## config.mk

```make
export PLATFORM = sky130hd
export DESIGN_NAME = status_display
export DESIGN_NICKNAME = d
export VERILOG_FILES = /design/src/logic/boot_pkg.sv /design/src/logic/status_display.sv
export SDC_FILE = /design/constraint.sdc
export NUM_CORES = 1
export LEC_CHECK = 0
export BUFFER_PORTS_ARGS = -buffer_cell sky130_fd_sc_hd__buf_2
export CORE_MARGIN = 5
export CORE_UTILIZATION = 45
export DETAILED_ROUTE_END_ITERATION = 8
export GPL_TIMING_DRIVEN = 0
export PLACE_DENSITY = 0.89
export SYNTH_ARGS = -nofsm -noshare
export SYNTH_HDL_FRONTEND = slang
export SYNTH_SLANG_ARGS = --single-unit
```

## constraint.sdc

```tcl
create_clock -name vclk -period 3
set_input_delay 0.15 -clock vclk [all_inputs]
set_output_delay 0.15 -clock vclk [all_outputs]
set_load 0.01 [all_outputs]
```

## src/logic/boot_pkg.sv

```systemverilog
package boot_pkg;

	// One data or instruction word
	typedef logic [15:0] word_t;

	// Asynchronous SRAM word address
	typedef logic [17:0] ram_addr_t;

	// Word address on the flash pins, bits 22:1
	typedef logic [21:0] flash_addr_t;

	// Active low, bit 0 drives segment a
	typedef logic [6:0] seg_t;

	// Requester payload towards the arbiter
	typedef struct packed {
		ram_addr_t addr;
		word_t     wdata;
	} mem_req_t;

	// Issued instruction and its address
	typedef struct packed {
		word_t pc;
		word_t inst;
	} fetch_out_t;

endpackage

```

## src/logic/status_display.sv

```systemverilog
`timescale 1ns/100ps

module status_display import boot_pkg::*; (
	input  logic      boot_done,
	input  ram_addr_t boot_addr,
	input  word_t     pc,
	output seg_t      seg_hi,
	output seg_t      seg_lo
);

	logic [7:0] show;

	function automatic seg_t hex_to_seg(input logic [3:0] nib);
		case (nib)
			4'h0: hex_to_seg = 7'h40;
			4'h1: hex_to_seg = 7'h79;
			4'h2: hex_to_seg = 7'h24;
			4'h3: hex_to_seg = 7'h30;
			4'h4: hex_to_seg = 7'h19;
			4'h5: hex_to_seg = 7'h12;
			4'h6: hex_to_seg = 7'h02;
			4'h7: hex_to_seg = 7'h78;
			4'h8: hex_to_seg = 7'h00;
			4'h9: hex_to_seg = 7'h10;
			4'ha: hex_to_seg = 7'h08;
			4'hb: hex_to_seg = 7'h03;
			4'hc: hex_to_seg = 7'h46;
			4'hd: hex_to_seg = 7'h21;
			4'he: hex_to_seg = 7'h06;
			default: hex_to_seg = 7'h0e;
		endcase
	endfunction

	// Copy progress first, then the fetch address
	assign show = boot_done ? pc[7:0] : boot_addr[7:0];

	assign seg_hi = hex_to_seg(show[7:4]);
	assign seg_lo = hex_to_seg(show[3:0]);

endmodule

```

After elaboration in Yosys (flattened, before gate mapping):

Memories as Yosys holds them, arrays and structs flattened.
Index checks and enable logic that the tools add are counted.

* register bits after elaboration: 0
* bits in latches: 0
* RAM bits: 0
* ROM bits: 224
* input bits: 35
* output and inout bits: 14
* word-level logic and storage cells: 3
* memories: 2

* $add $sub $neg: 0
* $mul: 0
* div/mod/pow operators: 0
* magnitude comparators: 0
* eq/ne operators: 0
* shifts and indexed selects: 0
* muxes and demuxes: 1
* bitwise logic cells: 0
* reduce and logical (&&, ||, !) cells: 0

Memories
* (no name shown): depth 16, bits a word 7, rd ports 1, clocked after memory_dff 0, write ports 0, line status_display.sv:14 `case (nib)`
* (no name shown): depth 16, bits a word 7, rd ports 1, clocked after memory_dff 0, write ports 0, line status_display.sv:14

Operator list (count)
* $mux W8: 1

Logic depth before layout (Yosys ltp):

An unclocked memory read counts as a cell.

* depth after elaboration: 2
* depth in mapped cells: 6
* mapped depth without buffers: 5

Worst setup path before layout:

No wires, ideal clock.

* path type: in2out
* from: in boot_done
* to: out seg_lo[3]
* data arrival time: 1581 ps
* required time: 2850 ps
* setup slack: 1269 ps
* stages: 5
* buffers on the path: 1
* cells stage by stage: buf_6 mux2i_1 inv_1 ha_1 mux4_1

* word-level cells in the longest chain between the ends: 2

Ends and longest elaborated chain
* start: declaration: line status_display.sv:4 `input logic boot_done,`
* $mux W8: line status_display.sv:35 `assign show = boot_done ? pc[7:0] : boot_addr[7:0];`
* $mem_v2 Z16 W7
* end: declaration: line status_display.sv:8 `output seg_t seg_lo`

No other way between the ends.

Worst setup path after layout:

Same ends and word-level chain as after synthesis.

==> results.json <==
{
  "crit_path_end_kind": "output port",
  "cts_hold_buf": 0,
  "synth.net_count": 112,
  "min_period_ps": 1980,
  "drc": 0,
  "syn2layout_area_growth_pct": 26.5,
  "sw_frac_of_total": 0.503,
  "hold_violations": 0,
  "seq_power_share": 0,
  "port_buffers": 30,
  "antenna_found_initial": 0,
  "crit_path_max_fanout": 8,
  "diodes": 0,
  "dieArea_um2": 2270,
  "worstSetupStartpointType": "primary input",
  "grt_usage": 0.125,
  "num_vias": 600,
  "grt_first_pass_wirelength_um": 2140,
  "powerDensity_nw_per_um2": 203,
  "drv_cap": 0,
  "finalWeightedCongestion": 0.715,
  "dp_cells": 110,
  "syn_area_um2": 637,
  "drive_gt1_frac": 0.442,
  "worst_pin_slew_ps": 451,
  "rsz0062_at_grt": "false",
  "ant_nets": 0,
  "fin_hold_ws_ps": 846,
  "seq_area_frac_synth": 0,
  "drtPass1Iterations": 3,
  "pin_count": 49,
  "post_cts_resized": 0,
  "intPower_w": 0.0000813,
  "setup_violations": 0,
  "vias_per_cell": 5.45,
  "p_clk_frac": 0,
  "finalCritPeriodShare": 0.660,
  "crit_arrival_ps": 1830,
  "synth.distinct_cells": 21,
  "die_w_um": 47.6,
  "grt_max_degree": 11,
  "drt-total-wl_um": 1440,
  "register_area_um2": 0,
  "avgSynthCellArea_um2": 9.80,
  "start_util": 0.483,
  "fin_setup_tns_ps": 0,
  "cp_data_required_time_ps": 2850,
  "yosys_warnings": 0,
  "avgRoutedWirePerCell_um": 13.1,
  "power_frac_comb": 1.000,
  "grt_pass1_vias": 546,
  "critPathKind": "primary input to output port",
  "drt_iter0_drc": 10,
  "hold_class": "primary input to output port",
  "fin_nets": 144,
  "core_area_um2": 1320,
  "syn_inst": 65,
  "nFlopsAndLatches": 0,
  "status": "complete, no violations",
  "fin_cells": 110,
  "ir_drop_uv": 106,
  "max_slew_margin": 0.690,
  "cts_setup_buffers": 0,
  "grt_overflow_total": 0,
  "total_leakage_power_nw": 0.450,
  "maxSlewViolCount": 0,
  "switching_power_w": 0.0000823,
  "die_h_um": 47.6,
  "rows": 13,
  "fmax_mhz": 505,
  "dp_hpwl_um": 1210,
  "nClkBuffers": 0
}
==> per-layer routing <==
metal,track usage,vias to the layer above,part of all wire
met3,0.00376,0,0.088
met1,0.153,277,0.42
met5,0,-,0
li1,-,302,-
met2,0.251,21,0.49
met4,0,0,0
==> power by group through the flow <==
stage	Clock [W]	Combinational, W	Sequential (W)
6_report	0	0.000164	0
5_1_grt	0	0.000179	0
3_3_place_gp	0	0.000158	0
3_5_place_dp	0	0.000165	0
4_1_cts	0	0.000165	0
2_1_floorplan	0	0.000114	0
==> cell families (layout without fill, tap and decap cells) <==
| kind of cell | after synthesis | in the layout | share of synthesized area |
|---|---|---|---|
| muxes | 18 | 18 | 0.389 |
| buffers and inverters | 13 | 43 | 0.124 |
| adders and majority gates | 12 | 12 | 0.236 |
| AOI/OAI and AO/OA | 12 | 12 | 0.149 |
| and+or+nand+nor | 8 | 8 | 0.0747 |
| xor gates and xnor gates | 2 | 2 | 0.0275 |
==> final timing paths <==
kind | start | to | cells after the start
worst max-delay path | boot_done | seg_lo[3] | 6
worst min-delay path | boot_addr[4] | seg_hi[1] | 5
==> area by class of cell <==
class | instances | area, µm²
Multi-Input combinational cell | 52 | 558
Timing Repair Buffer | 30 | 150
Inverter | 8 | 30.0
Tap cell | 15 | 18.8
Fill cell | 117 | 512
Buffer | 5 | 48.8
==> stage by stage <==
stage	worst slack (ps)	utilization	cell area, µm²	power, W
4_1_cts	1020	0.612	806	0.000165
3_5_place_dp	1020	0.612	806	0.000165
2_1_floorplan	1270	-	637	0.000114
6_report	1020	0.612	806	0.000164
5_1_grt	906	0.612	806	0.000179
3_3_place_gp	1070	0.612	806	0.000158
==> worst max-delay path, stage by stage <==
cell     delay, ps
buf_6          150
mux2i_1        450
inv_1          180
ha_1           270
mux4_1         480
buf_2          150
==> cells in the mapped netlist, drive strengths merged <==
library cell | number | share of area
ha | 12 | 0.24
nand3 | 2 | 0.016
and3b | 2 | 0.028
a221o | 2 | 0.031
inv | 8 | 0.047
nor2b | 2 | 0.020
buf | 5 | 0.077
a22o | 2 | 0.028
nand2 | 2 | 0.012
o22ai | 4 | 0.039
mux2i | 14 | 0.27
o32ai | 2 | 0.028
xnor2 | 2 | 0.028
mux4 | 2 | 0.077
o31ai | 2 | 0.024
mux2 | 2 | 0.041
==> cell usage in the layout, fill, tap and decap left out <==
cell type	count
mux2i_4	2
o31ai_1	2
inv_1	8
buf_6	3
and3b_1	2
nor2b_1	2
xnor2_1	2
ha_1	12
nand3_1	2
o22ai_1	4
mux2_2	1
o32ai_1	2
buf_4	2
mux2i_2	2
a22o_1	2
mux2i_1	10
mux4_2	1
nand2_1	2
buf_2	30
mux4_1	1
mux2_4	1
a221o_1	2
Note: power is estimated with default switching activity, not from simulation.
