### src/logic/boot_pkg.sv
package boot_pkg;

	// One data or instruction word
	typedef logic [15:0] word_t;

	// Asynchronous SRAM word address
	typedef logic [17:0] ram_addr_t;

	// Word address on the flash pins, bits 22:1
	typedef logic [21:0] flash_addr_t;

	// Active low, bit 0 drives segment a
	typedef logic [6:0] seg_t;

	// Requester payload towards the arbiter
	typedef struct packed {
		ram_addr_t addr;
		word_t     wdata;
	} mem_req_t;

	// Issued instruction and its address
	typedef struct packed {
		word_t pc;
		word_t inst;
	} fetch_out_t;

endpackage

### src/logic/boot_loader.sv
`timescale 1ns/100ps

module boot_loader import boot_pkg::*; #(
	parameter int BOOT_WORDS = 64,
	parameter int FLASH_BASE = 0
) (
	input  logic        clk,
	input  logic        rst,
	output logic        flash_req,
	output flash_addr_t flash_addr_req,
	input  logic        flash_done,
	input  word_t       flash_word,
	output logic        wr_req,
	output mem_req_t    wr_bus,
	input  logic        wr_done,
	output ram_addr_t   boot_addr,
	output logic        boot_done
);

	typedef enum logic [1:0] {
		st_read,
		st_write,
		st_done
	} state_t;

	state_t state;
	ram_addr_t word_cnt;
	logic flash_busy;
	logic last_word;

	assign last_word = (word_cnt == ram_addr_t'(BOOT_WORDS - 1));

	assign flash_addr_req = flash_addr_t'(FLASH_BASE) + flash_addr_t'(word_cnt);

	// Flash word stays put until the next read is asked for
	assign wr_bus = '{addr: word_cnt, wdata: flash_word};
	assign wr_req = (state == st_write);

	assign boot_addr = word_cnt;
	assign boot_done = (state == st_done);

	always_ff @(posedge clk) begin
		if (rst) begin
			state <= st_read;
			word_cnt <= '0;
			flash_req <= 1'b0;
			flash_busy <= 1'b0;
		end else begin
			flash_req <= 1'b0;
			case (state)
				st_read: begin
					if (flash_req)
						flash_busy <= 1'b1;
					if (flash_done) begin
						flash_busy <= 1'b0;
						state <= st_write;
					end else if (!flash_busy && !flash_req) begin
						flash_req <= 1'b1;
					end
				end
				st_write: begin
					if (wr_done) begin
						if (last_word) begin
							state <= st_done;
						end else begin
							word_cnt <= word_cnt + 1'b1;
							state <= st_read;
						end
					end
				end
				default: state <= st_done;
			endcase
		end
	end

endmodule

### config.mk
export PLATFORM = sky130hd
export DESIGN_NAME = boot_loader
export DESIGN_NICKNAME = d
export VERILOG_FILES = /design/src/logic/boot_pkg.sv /design/src/logic/boot_loader.sv
export SDC_FILE = /design/constraint.sdc
export NUM_CORES = 1
export LEC_CHECK = 0
export ABC_AREA = 1
export BUFFER_PORTS_ARGS = -buffer_cell sky130_fd_sc_hd__buf_2
export CORE_MARGIN = 1.5
export CORE_UTILIZATION = 28
export DETAILED_ROUTE_END_ITERATION = 16
export GPL_ROUTABILITY_DRIVEN = 1
export HOLD_SLACK_MARGIN = 0.15
export PLACE_DENSITY_LB_ADDON = 0.12
export SYNTH_ARGS = -nofsm -noshare
export SYNTH_HDL_FRONTEND = slang
export SYNTH_SLANG_ARGS = --single-unit
### constraint.sdc
create_clock -name clk -period 2.65 [get_ports clk]
set_input_delay 0.53 -clock clk [delete_from_list [all_inputs] [get_ports clk]]
set_output_delay 0.53 -clock clk [all_outputs]
set_load 0.01 [all_outputs]
-- Yosys cells after proc, flatten, opt, wreduce, memory -nomap -nowiden
Cells that the tools add are included.
Widths: inputs -> output; s select.
- output and inout port bits: 77
- input port bits: 20
- flip-flop bits (word level): 22
- reductions and logical operators: 9
- add/subtract/negate cells: 1
- equality and inequality tests: 5
- bitwise gates (word level): 2
- multiplexer cells: 7
- operators by type and width (operator ; number):
    $add 18x1->18 const B ; 1
    $eq 18x6->1 const B ; 1
    $mux 2 ; 3
    $pmux 2 s2 ; 1
    $reduce_and 2->1 ; 2
    $mux 1 ; 3
    $reduce_and 3->1 ; 1
    $reduce_or 3->1 ; 1
    $eq 2x1->1 const B ; 1
    $eq 2x2->1 const B ; 1
    $logic_not 1->1 ; 2
    $logic_not 2->1 ; 1
    $ne 2x1->1 const B ; 1
    $ne 2x2->1 const B ; 1
    $not 1->1 ; 2
    $reduce_bool 2->1 ; 1
    $logic_and 1x1->1 ; 1

-- Logic depth before layout (Yosys ltp)
- word-level depth: 4
- gate-level depth with buffers: 10

-- Worst setup path after synthesis
OpenSTA, ideal clock, no wires.
- path type: register -> register
- start point: register word_cnt[1] (netlist: boot_addr[1])
- end point: register word_cnt[10] (netlist: boot_addr[10])
- path slack: 1.127 ns
- arrival time: 1.399 ns
- buffers on the path: 1
- period minus slack after synthesis: 1.523 ns
- data required time: 2.526 ns
- cell stages (with the launch flop): 10
- path through: dfxtp_1 -> ha_1 -> nand3_2 -> nor2_4 -> nand2_2 -> buf_6 -> nand3_1 -> nand2_1 -> nand2_1 -> nor2_1
- cells in the longest elaborated chain, start to end: 3
- ends and longest elaborated chain (what ; line ; RTL):
    start: declaration ; boot_loader.sv:27 ; ram_addr_t word_cnt;
    start signal: assignment ; boot_loader.sv:66 ; word_cnt <= word_cnt + 1'b1;
    parallel branches: the longest is 3 deep, another holds $add 18x1->18 ; n/a ;
Parallel ways; which one is timed is not known.
A chain may end at the register's enable or synchronous reset.

-- Final worst setup path
- start point: register word_cnt[1] (netlist: boot_addr[1])
- end point: register word_cnt[4] (netlist: boot_addr[4])
Same word-level chain as after synthesis.

==> impl_metrics.json <==
{
  "grt_pass1_vias": 1267,
  "num-nets-final": 303,
  "ys_top_cells_by_count": "buf_4, nand2_1, nor2_1",
  "cts_tree": "yes",
  "drt_iter0_drc": 84,
  "powerDensity_mw_per_mm2": 369,
  "ff2ff_setup_slack_ps": 950,
  "start_kind": "flop",
  "port_buffers": 60,
  "seqCellArea_sq_um": 440,
  "ant_nets": 0,
  "critical_path_required_ps": 2820,
  "multi_input_area_sq_um": 767,
  "min_path_cells": 1,
  "clkSlewWorstSetupHoldPaths_ps": 80,
  "setup_violations": 0,
  "drtPass1Iterations": 4,
  "yosysUniqueCellTypes": 28,
  "cts_buffer_depth": 2,
  "grt_max_degree": 16,
  "netlist.area_leader.share_pct": 24.9,
  "grt_overflow": 0,
  "post-route-period-util_pct": 64.2,
  "dp_cells": 352,
  "drt-wirelength-per-cell_microns": 11.1,
  "cpPeakStageDelay_ps": 430,
  "synth_flop_cell": "dfxtp_1",
  "cts_resized": 0,
  "wirelength_microns": 3930,
  "via_per_inst": 4.18,
  "r2r_end": "boot_addr[4]",
  "fin_skew_ps": 2.91,
  "cap_violations": 0,
  "cts-buffers-inserted": 3,
  "synth_top_cell_by_area": "dfxtp_1",
  "netlist_instances": 273,
  "status": "complete, no violations",
  "stdcell_count": 356,
  "clkLatencyLatePin_ps": 270,
  "ys_warn_count": 0,
  "critPathKind": "flop to flop",
  "die_x_microns": 82.5,
  "ios": 97,
  "r2r-start": "boot_addr[1]",
  "crit_slowest_cell": "dfxtp_1",
  "crit_chain": "ha_1 > nand3_2 > nor2_4 > nand2_2 > nand3_2 > nand2_1 > nand2_1 > nor2_1",
  "coreArea_sq_mm": 0.00603,
  "min_period_ps": 1700,
  "grt_util_all_layers_pct": 11.9,
  "yosysMostFrequentCell": "buf_4",
  "antenna_cells": 0,
  "slew_headroom_pct": 62.2,
  "root_buffer": "clkbuf_8",
  "seq_area_frac_synth_pct": 24.9,
  "hold-path-endpoint": "flash_req",
  "drv_slew": 0,
  "tightest_slew_ps": 566,
  "critical_path_arrival_ps": 1870,
  "finalWeightedCongestion": 0.758,
  "die_area_sq_mm": 0.00681,
  "row_count": 28,
  "hp-class": "flop to flop",
  "cts_hold_buf": 0,
  "async_reset_ff_share_pct": 0,
  "post-cts-setup-buffer-count": 0,
  "critPathMaxFanout": 13,
  "timing.fmax_ghz": 0.588,
  "hold_viol": 0,
  "n_fill_cell": 700,
  "route.detailed.drc": 0,
  "hp-start": "flash_busy",
  "start_util_pct": 29.4,
  "p_leak_uw": 0.000939,
  "rsz0062_at_grt": "no",
  "grt_pass1_wl_microns": 6110,
  "antenna_found_initial": 0,
  "rr_worst_depth": 8,
  "htree_levels": 1,
  "synth_area_leaders": "dfxtp_1, buf_4, nand2_1, nor2_1, inv_1",
  "area_growth_pct": 1.34,
  "synth_area_sq_mm": 0.00177,
  "vias": 1488,
  "ys_ff_latch": 22,
  "synth_edf_count": 0,
  "setup-tns-final_ps": 0,
  "drive_above_1_share_pct": 29.5,
  "syn_area_per_cell_sq_um": 6.49,
  "end_kind": "flop",
  "peakVddDrop_v": 0.000285,
  "clock-sinks": 22,
  "dp_hpwl_microns": 3120,
  "die_h_microns": 82.5
}
-- worst max-delay path, delay by kind of cell, from the launching register on --
kind	cells	cell delay [ps]
adder cells (fa/ha/maj)	1	250
flip-flops	1	430
AND/OR/NAND/NOR	7	920
-- state kept, by name (all words and copies together) (netlist names) --
register,flops
state,2
flash_req,1
boot_addr,18
flash_busy,1
-- layer usage --
layer / up-vias / global-route usage [%] / wire [microns]
met2: 49 / 18.9 / 1750
met4: 0 / 4.00 / 17
met3: 3 / 2.53 / 228
met5: - / 0 / 0
met1: 646 / 15.8 / 1940
li1: 790 / - / -
-- layout by cell type (no fill, tap or decap) --
cell type	netlist	final
a211oi_1	1	1
a21oi_1	6	6
a21oi_2	1	1
buf_2	1	60
buf_4	56	1
clkbuf_8	0	4
clkinv_1	1	1
conb_1	1	4
dfxtp_1	22	22
ha_1	1	1
inv_1	33	33
inv_2	1	1
nand2_1	51	51
nand2_2	1	1
nand3_1	24	24
nand3_2	6	6
nand3_4	1	1
nor2_1	46	46
nor2_2	1	1
nor2_4	4	4
nor3_1	5	5
nor3_2	2	2
o21ai_0	2	2
o21ai_1	1	1
o21bai_1	1	1
or2_2	1	1
-- stage by stage --
stage	setup WS (ps)	hold slack, ps	cell area [sq um]	power [uW]	util (%)
6_report	948	421	1800	663	29.8
5_1_grt	717	433	1800	705	29.8
4_1_cts	912	423	1800	683	29.8
3_5_place_dp	929	410	1740	425	28.9
3_3_place_gp	940	409	1740	425	28.9
2_1_floorplan	1130	399	1780	436	-
-- report_power, final --
group | switching, uW | internal (uW) | total [uW]
Sequential | 8.45 | 337 | 345
Clock | 115 | 133 | 248
Combinational | 47.0 | 23.4 | 70.4
-- layout make-up --
type / count / share of cell area (%)
Multi-Input combinational cell: 159 / 42.7
Tap cell: 75 / 5.23
Timing Repair Buffer: 61 / 17.1
Clock buffer: 4 / 3.07
Sequential cell: 22 / 24.5
Inverter: 35 / 7.32
-- cells by family (layout without fill, tap and decap cells) --
| family | Yosys count | count (layout) | share of synthesized area [%] |
|---|---|---|---|
| simple gates | 142 | 142 | 37.9 |
| fa+ha+maj | 1 | 1 | 0.706 |
| flops | 22 | 22 | 24.9 |
| compound gates | 12 | 12 | 3.88 |
| buf+inv | 95 | 100 | 32.5 |
| other cells | 1 | 4 | 0.212 |
-- how the worst max path moves through the flow --
stage	from	endpoint	slack, ps	cells after the start
after floorplan	boot_addr[1]	boot_addr[10]	1130	9
after global placement	boot_addr[1]	boot_addr[4]	940	8
after detailed placement	boot_addr[1]	boot_addr[4]	930	8
after CTS	boot_addr[1]	boot_addr[4]	910	8
after global routing	boot_addr[1]	boot_addr[0]	720	7
final	boot_addr[1]	boot_addr[4]	950	8
(Power assumes the default switching activity.)
