==> src/logic/boot_pkg.sv <==
package boot_pkg;

	// One data or instruction word
	typedef logic [15:0] word_t;

	// Asynchronous SRAM word address
	typedef logic [17:0] ram_addr_t;

	// Word address on the flash pins, bits 22:1
	typedef logic [21:0] flash_addr_t;

	// Active low, bit 0 drives segment a
	typedef logic [6:0] seg_t;

	// Requester payload towards the arbiter
	typedef struct packed {
		ram_addr_t addr;
		word_t     wdata;
	} mem_req_t;

	// Issued instruction and its address
	typedef struct packed {
		word_t pc;
		word_t inst;
	} fetch_out_t;

endpackage

==> src/logic/flash_reader.sv <==
`timescale 1ns/100ps

module flash_reader import boot_pkg::*; #(
	parameter int FLASH_WAIT = 3
) (
	input  logic        clk,
	input  logic        rst,
	input  logic        flash_req,
	input  flash_addr_t flash_addr_req,
	output logic        flash_done,
	output word_t       flash_word,
	output flash_addr_t flash_addr,
	input  word_t       flash_data,
	output logic        flash_ce,
	output logic        flash_oe
);

	localparam int CNT_W = (FLASH_WAIT > 1) ? $clog2(FLASH_WAIT) : 1;

	typedef enum logic [1:0] {
		st_idle,
		st_wait,
		st_capture
	} state_t;

	state_t state;
	logic [CNT_W-1:0] wait_cnt;
	logic last_wait;

	assign last_wait = (state == st_wait) && (wait_cnt == CNT_W'(FLASH_WAIT - 1));

	// Word was latched on the last wait cycle
	assign flash_done = (state == st_capture);

	always_ff @(posedge clk) begin
		if (rst) begin
			state <= st_idle;
			wait_cnt <= '0;
			flash_ce <= 1'b1;
			flash_oe <= 1'b1;
		end else begin
			case (state)
				st_idle: begin
					wait_cnt <= '0;
					if (flash_req) begin
						flash_ce <= 1'b0;
						flash_oe <= 1'b0;
						state <= st_wait;
					end
				end
				st_wait: begin
					wait_cnt <= wait_cnt + 1'b1;
					if (last_wait)
						state <= st_capture;
				end
				default: begin
					// Chip released once the word is handed back
					flash_ce <= 1'b1;
					flash_oe <= 1'b1;
					state <= st_idle;
				end
			endcase
		end
	end

	always_ff @(posedge clk) begin
		if (state == st_idle && flash_req)
			flash_addr <= flash_addr_req;
		if (last_wait)
			flash_word <= flash_data;
	end

endmodule

==> config.mk <==
export PLATFORM = sky130hd
export DESIGN_NAME = flash_reader
export DESIGN_NICKNAME = d
export VERILOG_FILES = /design/src/logic/boot_pkg.sv /design/src/logic/flash_reader.sv
export SDC_FILE = /design/constraint.sdc
export NUM_CORES = 1
export LEC_CHECK = 0
export BUFFER_PORTS_ARGS = -buffer_cell sky130_fd_sc_hd__buf_2
export CORE_MARGIN = 10
export CORE_UTILIZATION = 45
export DETAILED_ROUTE_END_ITERATION = 16
export PLACE_DENSITY_LB_ADDON = 0.25
export REMOVE_ABC_BUFFERS = 1
export SLEW_MARGIN = 20
export SYNTH_ARGS = -nofsm -noshare
export SYNTH_HDL_FRONTEND = slang
export SYNTH_SLANG_ARGS = --single-unit
==> constraint.sdc <==
create_clock -name clk -period 4.15 [get_ports clk]
set_clock_uncertainty 0.05 [all_clocks]
set_input_delay 0.415 -clock clk [delete_from_list [all_inputs] [get_ports clk]]
set_output_delay 0.415 -clock clk [all_outputs]
set_load 0.05 [all_outputs]
== After elaboration in Yosys (flattened, before gate mapping) ==
Index checks and enable logic that the tools add are counted.

* Bitwise logic cells: 1
* Add/sub/neg operators: 1
* Eq/ne operators: 5
* Reduce and logical (&&, ||, !) cells: 6
* Multiplexer cells: 6

{| class="wikitable"
|+ Operator list
! kind !! number
|-
| $pmux W2 S2 || 2
|-
| $eq A2 B2 Y1 const B || 2
|-
| $mux W2 || 2
|-
| $ne A2 B2 Y1 const B || 2
|-
| $reduce_and A2 Y1 || 2
|-
| $add A2 B1 Y2 const B || 1
|-
| $eq A2 B1 Y1 const B || 1
|-
| $logic_and A1 B1 Y1 || 2
|-
| $logic_not A2 Y1 || 1
|-
| $pmux W1 S2 || 1
|-
| $reduce_bool A2 Y1 || 1
|-
| $mux W1 || 1
|-
| $not A1 Y1 || 1
|}

* Bits of input ports: 41
* Register bits: 43

== Longest topological paths before layout ==
* Depth in word-level cells: 4
* Gate-level depth with buffers: 4
* Depth with buffers taken out: 4

== Least setup slack after synthesis ==
OpenSTA, ideal clock, no wires.

* Kind: flip-flop to flip-flop
* Start point: reg state[0]
* End point: reg flash_addr[0] (enable)
* Arrival time: 1.442 ns
* Stages on the path, launching flop included: 3
* Buffers on the path: 0
* Period minus slack after synthesis: 1.893 ns
* Path slack: 2.257 ns
* Cell sequence: dfxtp_1 -> nand2b_1 -> nor2_1

* Longest elaborated chain between the ends: 2

{| class="wikitable"
|+ Ends and longest elaborated chain
! item !! line !! RTL
|-
| from (decl) || flash_reader.sv:26 || <nowiki>state_t state;</nowiki>
|-
| from (signal assigned) || flash_reader.sv:37 || <nowiki>state <= st_idle;</nowiki>
|-
| from (signal assigned) || flash_reader.sv:48 || <nowiki>state <= st_wait;</nowiki>
|-
| from (signal assigned) || flash_reader.sv:54 || <nowiki>state <= st_capture;</nowiki>
|-
| $logic_not A2 Y1 || flash_reader.sv:67 || <nowiki>if (state == st_idle && flash_req)</nowiki>
|-
| $logic_and A1 B1 Y1 || flash_reader.sv:67 ||
|-
| to (signal assigned) || flash_reader.sv:68 || <nowiki>flash_addr <= flash_addr_req;</nowiki>
|-
| to (decl) || flash_reader.sv:12 || <nowiki>output flash_addr_t flash_addr,</nowiki>
|}

No other way between the ends.
A chain may end at the register's enable or synchronous reset.

== Worst setup path in the final report ==
* Start point: reg state[0]
* End point: reg flash_addr[20] (enable)

Same word-level chain as after synthesis.

==> flow_metrics.env <==
export IMPL_outcome="finished, final reports clean"
export IMPL_cp_required_ns=4.06
export IMPL_area_growth_synth_to_finish_pct=35.3
export IMPL_die_w_um=75.0
export IMPL_post_route_drc_count=0
export IMPL_synth_ff_latch_count=43
export IMPL_cts_buffer_depth=2
export IMPL_worst_path_max_fanout=22
export IMPL_crit_arrival_ns=1.69
export IMPL_placedCellCount=172
export IMPL_drv_cap=0
export IMPL_place_hpwl_um=2580
export IMPL_comb_pwr_share_pct=12.8
export IMPL_power_switching_fraction_pct=25.2
export IMPL_numPortBuffers=81
export IMPL_grt_pass1_wl_um=4380
export IMPL_min_path_type="in2reg"
export IMPL_final_nets=190
export IMPL_weighted_congestion_reported_at_the_end_of_routability_driven_placement=0.737
export IMPL_yosys_warnings=0
export IMPL_post_synth_num_cell_types=15
export IMPL_grt_use_met3_pct=5.78
export IMPL_p_int_w=0.000582
export IMPL_wire_per_inst_um=17.6
export IMPL_gr_max_usage_layer="met2"
export IMPL_post_synth_inst_count=62
export IMPL_power_clock_fraction_pct=23.5
export IMPL_ios=82
export IMPL_clkSlewWorstSetupHoldPaths_ns=0.11
export IMPL_cts_post_setup_buffers_inserted=0
export IMPL_global_route_overflow_total=0
export IMPL_cts_made_buffers=5
export IMPL_cts_root_buffer_cell="clkbuf_4"
export IMPL_avg_synthesized_cell_area_um2=22.0
export IMPL_p_seq_share_pct=63.6
export IMPL_fin_setup_tns_ns=0
export IMPL_timing_hold_violations_final=0
export IMPL_tightest_slew_ns=1.02
export IMPL_post_synth_instance_area_um2=1360
export IMPL_timing_hold_ws_ns=0.191
export IMPL_synth_sequential_area_ratio_pct=91.1
export IMPL_grt_use_total_pct=10.9
export IMPL_antenna_diode_count=0
export IMPL_routed_via_count=843
export IMPL_final_layout_size_suffix_gt1_share_pct=59.7
export IMPL_setup_worst_path_start_class="flop"
export IMPL_grt_antenna_before_repair=0
export IMPL_clock_insertion_delay_worst_skew_ns=0.34
export IMPL_worst_setup_path_type="reg2reg"
export IMPL_first_global_vias=866
export IMPL_routed_via_density=4.68
export IMPL_cts_num_sinks=43
export IMPL_power_density_cell_area_nw_per_um2=422
export IMPL_setup_viol=0
export IMPL_die_area_um2=5630
export IMPL_die_y_um=75.0
export IMPL_max_vdd_ir_drop_v=0.000259
export IMPL_fillerInstances=216
export IMPL_layout_cells_most_common_list="buf_2, edfxtp_1, clkbuf_4, dfxtp_1, nand2_1"
export IMPL_grt_start_max_net_pins=23
export IMPL_power_static_leakage_nw=0.782
export IMPL_grtUsageMet1_pct=9.48
export IMPL_starting_density_of_the_core_pct=48.2
export IMPL_design_core_area_um2=2830
export IMPL_first_iter_violations=49
export IMPL_row_count=19
export IMPL_layout_commonest_cell="buf_2"
export IMPL_wl_um=3160
export IMPL_final_cell_count_no_fill=180
export IMPL_final_min_clock_period_ns=1.79
export IMPL_cts_resized=0
export IMPL_antenna_violating_nets_post_route=0
export IMPL_total_switching_power_w=0.000196
export IMPL_rsz0062_at_grt="no"
export IMPL_drt_first_pass_iters=4
export IMPL_cts_tree="yes"
export IMPL_groute_layer_met2_usage_pct=19.9
export IMPL_slew_limit_fails=0
export IMPL_end_kind="flop"
export IMPL_final_period_utilization_pct=43.0
export IMPL_ctsHtreeMaxLevel=2
export IMPL_hold_buffers=0
export IMPL_maxClockFrequency_mhz=560
export IMPL_max_slew_margin_rel_pct=31.9
==> state kept, by name, summed over array words and instances (netlist names) <==
| signal | flops |
|---|---|
| wait_cnt | 2 |
| flash_word | 16 |
| flash_addr | 22 |
| state | 2 |
| flash_oe | 1 |
==> layer usage <==
metal	part of all wire, %	wire [um]
met5	0	0
met4	2.0	62
met3	11	343
met2	55	1750
met1	32	1010
==> cells in the mapped netlist <==
cell type	count	area [um^2]
nor2b_1	1	6.26
nor2_1	2	7.51
ha_1	1	12.5
inv_1	1	3.75
edfxtp_1	38	1140
nor3_1	1	5.00
nand2_1	3	11.3
dfxtp_1	5	100
or3b_1	2	17.5
a21oi_1	2	10.0
a211oi_1	1	7.51
a211o_1	1	8.76
nand2b_1	2	12.5
buf_4	1	7.51
buf_6	1	11.3
==> critical path, cell delays in order (launching register included) <==
cell and delay (ns):
dfxtp_1 0.37, nand2b_1 0.20, nor2_2 0.79
==> stage by stage <==
step	util, %	power [W]	setup WS, ns	area (um^2)
final	65.1	0.000778	2.36	1840
after global routing	65.1	0.000811	2.22	1840
after CTS	65.1	0.000789	2.12	1840
after detailed placement	63.3	0.000606	2.15	1790
after global placement	63.3	0.000603	2.27	1790
after floorplan	-	0.000569	2.26	1340
==> cell families (layout without fill, tap and decap cells) <==
| logic type | after synthesis | in the layout | share of synthesized area [%] |
|---|---|---|---|
| AO/OA/AOI/OAI | 4 | 4 | 1.93 |
| adder cells (fa/ha/maj) | 1 | 1 | 0.918 |
| buffers and inverters | 3 | 90 | 1.65 |
| flip-flops | 43 | 43 | 91.1 |
| AND/OR/NAND/NOR | 11 | 11 | 4.41 |
==> worst paths after layout <==
| check | depth (start not counted) | slack [ns] | start | to |
|---|---|---|---|---|
| setup / recovery | 2 | 2.36 | state[0] | flash_addr[20] |
| hold reg to reg | 2 | 0.42 | wait_cnt[1] | wait_cnt[1] |
| hold / removal | 1 | 0.19 | flash_data[15] | flash_word[15] |
| setup reg to reg | 2 | 2.36 | state[0] | flash_addr[20] |
==> power by group through the flow <==
stage / combinational, W / clock (W) / sequential [W]
after floorplan: 0.00000938 / 0 / 0.000560
after global placement: 0.0000990 / 0 / 0.000504
after detailed placement: 0.000101 / 0 / 0.000505
after CTS: 0.000101 / 0.000192 / 0.000495
after global routing: 0.000105 / 0.000209 / 0.000497
final: 0.000100 / 0.000183 / 0.000495
==> area by class of cell <==
| type | count | area, um^2 | share of cell area (%) |
|---|---|---|---|
| flip-flops and latches | 43 | 1240 | 67.3 |
| repair buffers | 81 | 405 | 22.0 |
| multi-input cells | 16 | 104 | 5.63 |
| clock buffers | 7 | 45.0 | 2.44 |
| well taps | 31 | 38.8 | 2.10 |
| clock inverters | 1 | 5.00 | 0.272 |
| inverters | 1 | 3.75 | 0.204 |
Note: power is estimated with default switching activity, not from simulation.
