File: config.mk
export PLATFORM = sky130hd
export DESIGN_NAME = inst_fetch
export DESIGN_NICKNAME = d
export VERILOG_FILES = /design/src/logic/boot_pkg.sv /design/src/logic/inst_fetch.sv
export SDC_FILE = /design/constraint.sdc
export NUM_CORES = 1
export LEC_CHECK = 0
export BUFFER_PORTS_ARGS = -buffer_cell sky130_fd_sc_hd__buf_2
export CORE_UTILIZATION = 30
export DETAILED_ROUTE_END_ITERATION = 10
export HOLD_SLACK_MARGIN = 0.12
export PLACE_DENSITY_LB_ADDON = 0.25
export SKIP_LAST_GASP = 1
export SYNTH_ARGS = -nofsm -noshare
export SYNTH_HDL_FRONTEND = slang
export SYNTH_SLANG_ARGS = --single-unit
File: constraint.sdc
create_clock -name clk -period 2.7 [get_ports clk]
set_input_delay 0.135 -clock clk [delete_from_list [all_inputs] [get_ports clk]]
set_output_delay 0.135 -clock clk [all_outputs]
set_load 0.03 [all_outputs]
File: src/logic/boot_pkg.sv
package boot_pkg;

	// One data or instruction word
	typedef logic [15:0] word_t;

	// Asynchronous SRAM word address
	typedef logic [17:0] ram_addr_t;

	// Word address on the flash pins, bits 22:1
	typedef logic [21:0] flash_addr_t;

	// Active low, bit 0 drives segment a
	typedef logic [6:0] seg_t;

	// Requester payload towards the arbiter
	typedef struct packed {
		ram_addr_t addr;
		word_t     wdata;
	} mem_req_t;

	// Issued instruction and its address
	typedef struct packed {
		word_t pc;
		word_t inst;
	} fetch_out_t;

endpackage

File: src/logic/inst_fetch.sv
`timescale 1ns/100ps

module inst_fetch import boot_pkg::*; (
	input  logic       clk,
	input  logic       rst,
	input  logic       boot_done,
	input  logic       hold,
	input  logic       set_pc,
	input  word_t      set_pc_addr,
	output logic       rd_req,
	output ram_addr_t  rd_addr,
	input  logic       rd_done,
	input  word_t      rd_data,
	output logic       fetch_valid,
	output fetch_out_t fetch,
	output word_t      pc
);

	typedef enum logic [1:0] {
		st_boot,
		st_idle,
		st_read
	} state_t;

	state_t state;
	logic discard;
	logic res_valid;
	logic accept;
	logic issue;

	// Arbiter is idle whenever no read is outstanding here
	assign rd_req = (state == st_idle) && !hold && !set_pc;
	assign rd_addr = ram_addr_t'(pc);

	// A jump drops whatever word comes back with it
	assign accept = rd_done && !discard && !set_pc;
	assign issue = res_valid && !hold && !set_pc;
	assign fetch_valid = issue;

	always_ff @(posedge clk) begin
		if (rst) begin
			state <= st_boot;
			pc <= '0;
			discard <= 1'b0;
			res_valid <= 1'b0;
		end else begin
			case (state)
				st_boot: if (boot_done) state <= st_idle;
				st_idle: if (rd_req) state <= st_read;
				st_read: if (rd_done) state <= st_idle;
				default: state <= st_boot;
			endcase

			if (set_pc)
				pc <= set_pc_addr;
			else if (accept)
				pc <= pc + 1'b1;

			if (rd_done)
				discard <= 1'b0;
			else if (set_pc && state == st_read)
				discard <= 1'b1;

			if (issue || set_pc)
				res_valid <= 1'b0;
			if (accept)
				res_valid <= 1'b1;
		end
	end

	always_ff @(posedge clk) begin
		if (accept)
			fetch <= '{pc: pc, inst: rd_data};
	end

endmodule

-- Yosys cells after proc, flatten, opt, wreduce, memory -nomap -nowiden
Index checks and enable logic that the tools add are counted.
Widths: inputs -> output; s select.
- flip-flop bits (word level): 52
- bits of input ports: 38
- output and inout port bits: 68
- logic and storage cells: 36
- add/sub/neg operators: 1
- equal/unequal tests: 5
- multiplexer cells: 8
- reductions and logical operators: 16
- operator list (kind ; count):
    $mux 16 ; 2
    $add 16x1->16 const B ; 1
    $logic_and 1x1->1 ; 7
    $mux 2 ; 3
    $ne 2x2->1 const B ; 3
    $pmux 2 s3 ; 1
    $reduce_bool 2->1 ; 2
    $logic_not 1->1 ; 3
    $reduce_and 3->1 ; 1
    $eq 2x1->1 const B ; 1
    $eq 2x2->1 const B ; 1
    $logic_not 2->1 ; 1
    $mux 1 ; 2
    $reduce_or 2->1 ; 1
    $logic_or 1x1->1 ; 1

-- Longest topological paths before layout
Gate-level depths: netlist (run 1).
- depth in word-level cells: 6
- depth in mapped cells: 5
- mapped depth without buffers: 5

-- Worst setup path after synthesis (run 1)
OpenSTA, ideal clock, no wires.
- kind: reg2reg
- start point: reg discard
- end point: reg fetch[0] in the netlist's numbering (enable)
- setup time: 0.421 ns
- arrival: 1.884 ns
- data required time: 2.279 ns
- setup slack: 0.394 ns
- cell stages (with the launch flop): 3
- path buffers: 0
- clock period less this slack: 2.306 ns
- cells stage by stage: dfxtp_1 nand2b_1 nor2_1
- longest elaborated chain between the ends: 3
- ends and longest elaborated chain (item ; RTL line ; text):
    start: declaration ; inst_fetch.sv:26 ; logic discard;
    start signal: assignment ; inst_fetch.sv:44 ; discard <= 1'b0;
    start signal: assignment ; inst_fetch.sv:60 ; discard <= 1'b0;
    start signal: assignment ; inst_fetch.sv:62 ; discard <= 1'b1;
    $logic_not 1->1 ; inst_fetch.sv:36 ; assign accept = rd_done && !discard && !set_pc;
    $logic_and 1x1->1 (2 in series) ; inst_fetch.sv:36 ;
    via accept ; inst_fetch.sv:28 ; logic accept;
    end signal: assignment ; inst_fetch.sv:73 ; fetch <= '{pc: pc, inst: rd_data};
    end: declaration ; inst_fetch.sv:15 ; output fetch_out_t fetch,
The timed path passes the listed nets, and every way through them passes these cells.
A chain may end at the register's enable or synchronous reset.

-- Final worst setup path (run 1)
- start point: reg pc[0]
- end point: reg pc[14]
- longest elaborated chain between the ends: 3
- ends and longest elaborated chain (item ; RTL line ; text):
    start: declaration ; inst_fetch.sv:16 ; output word_t pc
    start signal: assignment ; inst_fetch.sv:55 ; pc <= set_pc_addr;
    start signal: assignment ; inst_fetch.sv:57 ; pc <= pc + 1'b1;
    $add 16x1->16 ; inst_fetch.sv:57 ;
    $mux 16 ; inst_fetch.sv:56 ; else if (accept)
    $mux 16 ; inst_fetch.sv:54 ; if (set_pc)
No other way between the ends. The select of a mux whose other input is x is not followed.

==> impl_metrics.json, run 1 <==
{
  "yosys.area.top_type_share": 0.449,
  "numCtsBuffers": 5,
  "slew_viol_final": 0,
  "area_growth_pct": 44.7,
  "clock_latency_ns": 0.30,
  "grt_overflow_total": 0,
  "hold_path.startpoint": "set_pc_addr[14]",
  "dominantRegCellSynth": "edfxtp_1",
  "leakagePower_nw": 1.30,
  "io_pins": 106,
  "drc_errors": 0,
  "worstPathArrival_ns": 2.20,
  "setup_viol": 0,
  "power_density_mw_per_mm2": 590,
  "avgSynthCellArea_um2": 12.2,
  "peakVddDrop_uv": 216,
  "h-tree-depth": 2,
  "vias_per_cell": 4.37,
  "drt-initial-drc-count": 34,
  "routed_wirelength_um": 5080,
  "cp_max_fo": 8,
  "p_total_mw": 1.83,
  "critical_path_class": "flop to flop",
  "fmax_ghz": 0.500,
  "drive_above_1_share": 0.388,
  "clkSlewWorstSetupHoldPaths_ns": 0.09,
  "startpoint": "pc[0]$_SDFFE_PP0P_",
  "worst_ep_required_time_ns": 2.90,
  "ys_seq_area_frac": 0.636,
  "rrSetupSlack_ns": 0.70,
  "track_usage": 0.137,
  "grt_max_degree": 27,
  "die-area_mm2": 0.00748,
  "finalHoldViolCount": 0,
  "num_vias": 1727,
  "crit_path_end_kind": "flop",
  "timing.final.crit_share": 0.741,
  "skew_ns": 0.00670,
  "gp_congestion": 0.761,
  "synth_edf_count": 32,
  "cts_tree": "built",
  "cts_buffer_depth": 2,
  "syn_inst": 176,
  "ys_types": 33,
  "synth_largest_area_cell": "edfxtp_1",
  "routedWlPerCell_um": 12.8,
  "initial_core_util": 0.313,
  "postSynth.asyncResetShare": 0,
  "rsz0062_at_grt": "no",
  "grt_pass1_wl_um": 7910,
  "portBuffers": 103,
  "synthTopCellsByArea": "edfxtp_1 (45%), dfxtp_1 (19%), buf_4 (6.3%)",
  "dieHeight_um": 86.5,
  "drtAntennaViolNets": 0,
  "nets": 337,
  "ys_seq_elements": 52,
  "min_period_ns": 2.00,
  "netlist_area_mm2": 0.00214,
  "core.rowCount": 30,
  "clockRootBuffer": "clkbuf_8",
  "clock-sinks": 52,
  "postLayoutCoreUtil": 0.453,
  "hp-class": "input port to flop",
  "fin_tns_setup_ns": 0,
  "maxCapViolCount": 0,
  "dp_hpwl_um": 3440,
  "r2r_start": "pc[0]$_SDFFE_PP0P_",
  "grt_pass1_vias": 1673,
  "startpoint_type": "flop",
  "die_w_um": 86.5,
  "status": "completed",
  "synth-warning-count": 0,
  "dr.pass1.iters": 4,
  "antenna_cells": 0,
  "core_area_mm2": 0.00683,
  "antenna_found_initial": 0
}
-- where the power goes --
part	internal [mW]	switching, mW
registers	0.894	0.0380
logic	0.118	0.210
clock network	0.303	0.264
-- stage by stage --
step	std cells	hold WS (ns)	worst slack, ns	cell area (um2)
6_report	395	0.169	0.698	3100
3_3_place_gp	354	0.312	0.776	2650
3_5_place_dp	354	0.314	0.698	2650
5_1_grt	395	0.171	0.575	3100
4_1_cts	395	0.162	0.668	3100
2_1_floorplan	177	0.214	0.394	2140
-- cells by family after synthesis --
family | Yosys count | share of synthesized area
muxes | 1 | 0.00468
adders and majority gates | 1 | 0.00584
xor gates and xnor gates | 10 | 0.0409
DFF | 52 | 0.636
buffers and inverters | 30 | 0.0842
other | 1 | 0.00175
and+or+nand+nor | 53 | 0.134
AOI/OAI and AO/OA | 28 | 0.0923
-- what timing repair did --
item / 4_1_cts / 5_1_grt
hold endpoints to repair: 33 / 0
hold buffers: 33 / 0
setup buffers: 0 / 0
gates resized for setup: 0 / 0
-- state kept, by name, summed over array words and instances, names as in the netlist --
signal,cells
pc,16
fetch,32
discard,1
res_valid,1
state,2
-- cell usage in the layout (no fill, tap or decap), types with 6 or more instances in the layout --
master,Yosys,layout
a211oi_1,11,11
clkbuf_8,0,6
nor4_1,6,6
dlygate4sd3_1,0,33
edfxtp_1,32,32
inv_1,6,6
a21oi_1,6,6
nor2_1,20,19
xnor2_1,9,9
buf_2,0,103
dfxtp_1,20,20
-- routing by layer --
| layer | GRT usage | part of all wire |
|---|---|---|
| met5 | 0 | 0 |
| met4 | 0.0470 | 0.011 |
| met3 | 0.0381 | 0.076 |
| met2 | 0.242 | 0.47 |
| met1 | 0.159 | 0.44 |
-- path summary, 6_finish.rpt --
kind                            end  cells past startpoint
max reg2reg     pc[14]$_SDFFE_PP0P_                      5
min             pc[14]$_SDFFE_PP0P_                      4
max             pc[14]$_SDFFE_PP0P_                      5
min reg2reg  res_valid$_SDFFE_PP0P_                      2
-- worst max-delay path, stage by stage (launching register included) --
cell and delay, ns:
dfxtp_1 0.48, ha_1 0.20, nand3b_1 0.25, or3_1 0.45, o31a_1 0.30, o31a_1 0.23
-- cell type report --
cell class / count / area (um2)
tap: 96 / 120
timing repair buffer: 138 / 861
fill: 683 / 3730
multi-input combinational: 95 / 611
clock buffer: 6 / 82.6
inverter: 6 / 22.5
sequential: 52 / 1360
clock inverter: 2 / 38.8
-- cells in the mapped netlist (all sizes together) (2+ instances only) --
| cell type | number |
|---|---|
| o21bai | 2 |
| nand2 | 5 |
| nor3 | 4 |
| buf | 18 |
| nand3 | 4 |
| or3 | 4 |
| a21oi | 6 |
| nand4 | 2 |
| o31a | 2 |
| nor2b | 2 |
| nor4 | 6 |
| inv | 6 |
| clkbuf | 6 |
| nor2 | 20 |
| o21ai | 2 |
| a311oi | 3 |
| dfxtp | 20 |
| xnor2 | 9 |
| a211oi | 11 |
| edfxtp | 32 |
No activity file was read; power rests on OpenSTA's default activity.
==> inputs of run 2 (changes only) <==
- ABC_AREA: not set -> 1
- clock period: 2.7 -> 1.6 ns (I/O delays scaled with it)
==> run 2 against run 1 <==
  * Clock power up 69%
  * Area after synthesis up 11%
  * Register-to-register slack worse by 0.45 ns
  * Critical path depth up 2
  * Count of clock-buffer cells in the layout unchanged
  * Maximum frequency up 48%
  * Total power up 66%
  * Final cell count up 17%
  * Sequential share of layout area down 2.6 points
  * Die area up 10%
  * Sequential power up 66%
  * Wire length up 7.5%
==> impl_metrics.json, run 2 <==
{
  "portBuffers": 103,
  "min_period_ns": 1.36,
  "fin_tns_setup_ns": 0,
  "clockRootBuffer": "clkbuf_8",
  "dr_wl_met3_um": 324,
  "final_cell_mix": "buf_2 (103), nand2_1 (52), edfxtp_1 (32)",
  "nets": 400,
  "fin_area_mm2": 0.00329,
  "route.met2.wl_um": 2460,
  "synthAdderAreaFrac": 0.00528,
  "netlist_area_mm2": 0.00237,
  "final_common_cell": "buf_2",
  "synthMuxAreaShare": 0,
  "fmax_ghz": 0.737,
  "clkSlewWorstSetupHoldPaths_ns": 0.10,
  "area_growth_pct": 39.0,
  "synth.most_common_cell": "nand2_1",
  "vias_per_cell": 4.32,
  "dp_hpwl_um": 3790,
  "num_vias": 2005,
  "startpoint_type": "flop",
  "routedWlPerCell_um": 11.8,
  "h-tree-depth": 2,
  "leakagePower_nw": 1.45,
  "dr.pass1.iters": 4,
  "top_layer": "met4",
  "rrSetupSlack_ns": 0.24,
  "clockPowerShare": 0.315,
  "ys_seq_elements": 52,
  "finalHoldViolCount": 0,
  "worstPathArrival_ns": 1.56,
  "core_area_mm2": 0.00769,
  "r2r_start": "pc[6]$_SDFFE_PP0P_",
  "antenna_cells": 0,
  "cts_setup_buffers": 0,
  "crit_path_end_kind": "flop",
  "dieHeight_um": 90.9,
  "nFillCells": 777,
  "grt_pass1_wl_um": 8760,
  "syn_inst": 239,
  "skew_ns": 0.00560,
  "gp_congestion": 0.768,
  "maxCapViolCount": 0,
  "postSynth.asyncResetShare": 0,
  "status": "completed",
  "peakVddDrop_uv": 385,
  "die_w_um": 90.9,
  "place_area_mm2": 0.00287,
  "antenna_found_initial": 0,
  "drc_errors": 0,
  "p_seq_frac": 0.509,
  "yosys.area.top_type_share": 0.405,
  "drive_above_1_share": 0.365,
  "ctsResizeCount": 0,
  "startpoint": "pc[6]$_SDFFE_PP0P_",
  "numCtsBuffers": 5,
  "drtAntennaViolNets": 0,
  "routed_wirelength_um": 5460,
  "power_density_mw_per_mm2": 923,
  "netSwitchingFraction": 0.276,
  "synthTopCellsByArea": "edfxtp_1 (41%), dfxtp_1 (17%), nand2_1 (8.2%)",
  "hold_path.startpoint": "set_pc_addr[11]",
  "wl_met1_um": 2600,
  "clock-sinks": 52,
  "synthSimpleGateAreaFrac": 0.186,
  "cts_tree": "built",
  "synth_top_family_by_area": "simple AND/OR/NAND/NOR gates",
  "avgSynthCellArea_um2": 9.92,
  "timing.hold.ws_ns": 0.131,
  "core.rowCount": 32,
  "whs_endpoint": "pc[11]$_SDFFE_PP0P_",
  "slew_viol_final": 0,
  "setup_viol": 0,
  "rsz0062_at_grt": "no",
  "grt_max_degree": 45,
  "dominantRegCellSynth": "edfxtp_1",
  "synth_edf_count": 32,
  "ff2ff_path_depth": 7,
  "track_usage": 0.136,
  "cp_max_fo": 6,
  "internal-power_mw": 2.20,
  "ys_seq_area_frac": 0.574,
  "largest_reg_flops": 32,
  "regToRegEndpoint": "pc[11]$_SDFFE_PP0P_",
  "synth-warning-count": 0,
  "hold_depth": 5,
  "grt_pass1_vias": 1822,
  "cts_buffer_depth": 2,
  "yosys-top-cells-count": "nand2_1 (52), edfxtp_1 (32), inv_1 (24)",
  "timing.final.crit_share": 0.848,
  "p_total_mw": 3.04,
  "switchingPower_uw": 839,
  "critical_path_class": "flop to flop",
  "initial_core_util": 0.308,
  "synth-xor-area-share": 0.0222,
  "comb_power_share": 0.176,
  "drt-initial-drc-count": 70,
  "io_pins": 106,
  "synth_largest_area_cell": "edfxtp_1",
  "top_register": "fetch",
  "die-area_mm2": 0.00826,
  "worst_ep_required_time_ns": 1.81,
  "hp-class": "input port to flop",
  "synth_compound_area_frac": 0.0824,
  "largestRegisters": "fetch: 32 flops, pc: 16 flops, state: 2 flops",
  "clock_latency_ns": 0.31,
  "ys_types": 33,
  "grt_overflow_total": 0
}
run 2: changes by cell type after synthesis, sizes merged, moves of 7 or more:
cell and change:
o21ai +11, a31oi +7, xnor2 -7, nand3 +9, a211oi -10, inv +19
nand2 +51
run 2: logic make-up after synthesis:
group	after synthesis
compound gates	34
xor+xnor	6
fa+ha+maj	1
buf+inv	52
flops	52
other cells	1
simple gates	93
run 2: metal layers:
metal	GRT usage	up-vias
met5	0	-
met4	0.0437	0
met3	0.0303	4
met2	0.222	81
met1	0.180	900
li1	-	1020
run 2: worst max path at each step:
stage,cells after the start,slack [ns],to
floorplan,9,0.02,pc[12]$_SDFFE_PP0P_
global placement,7,0.26,pc[11]$_SDFFE_PP0P_
detailed placement,7,0.24,pc[11]$_SDFFE_PP0P_
CTS,7,0.23,pc[11]$_SDFFE_PP0P_
global route,7,0.09,pc[11]$_SDFFE_PP0P_
finish,7,0.24,pc[11]$_SDFFE_PP0P_
run 2: stage by stage:
step,cells,util,worst slack [ns]
6_report,464,0.428,0.244
5_1_grt,464,0.428,0.0892
4_1_cts,464,0.428,0.233
3_5_place_dp,426,0.374,0.244
3_3_place_gp,426,0.374,0.256
2_1_floorplan,240,-,0.0198
run 2: layout make-up:
cell class,count,area (um2),area share
clock buffers,6,82.6,0.0251
clock inverters,2,38.8,0.0118
inverters,28,109,0.0331
multi-input cells,136,708,0.215
flip-flops and latches,52,1360,0.413
well taps,102,128,0.0388
repair buffers,138,866,0.263
run 2: timing repair:
item | in CTS | in global routing
hold buffers | 30 | 0
endpoints found under the hold margin | 28 | 0
setup endpoints to repair | 0 | 0
run 2: power by group through the flow:
stage	Clock, mW	Combinational, mW	Sequential, mW
floorplan	0	0.231	1.70
global placement	0	0.479	1.58
detailed placement	0	0.481	1.58
CTS	0.982	0.539	1.55
global route	1.04	0.579	1.56
finish	0.956	0.535	1.55
run 2: worst max-delay path: stages, from the launching register on:
cell and delay [ns]:
dfxtp_1 0.46, nand2_1 0.15, nor2_1 0.23, nand2_2 0.12
nor2_1 0.10, nand2_1 0.05, nand3_1 0.09, a21oi_2 0.05
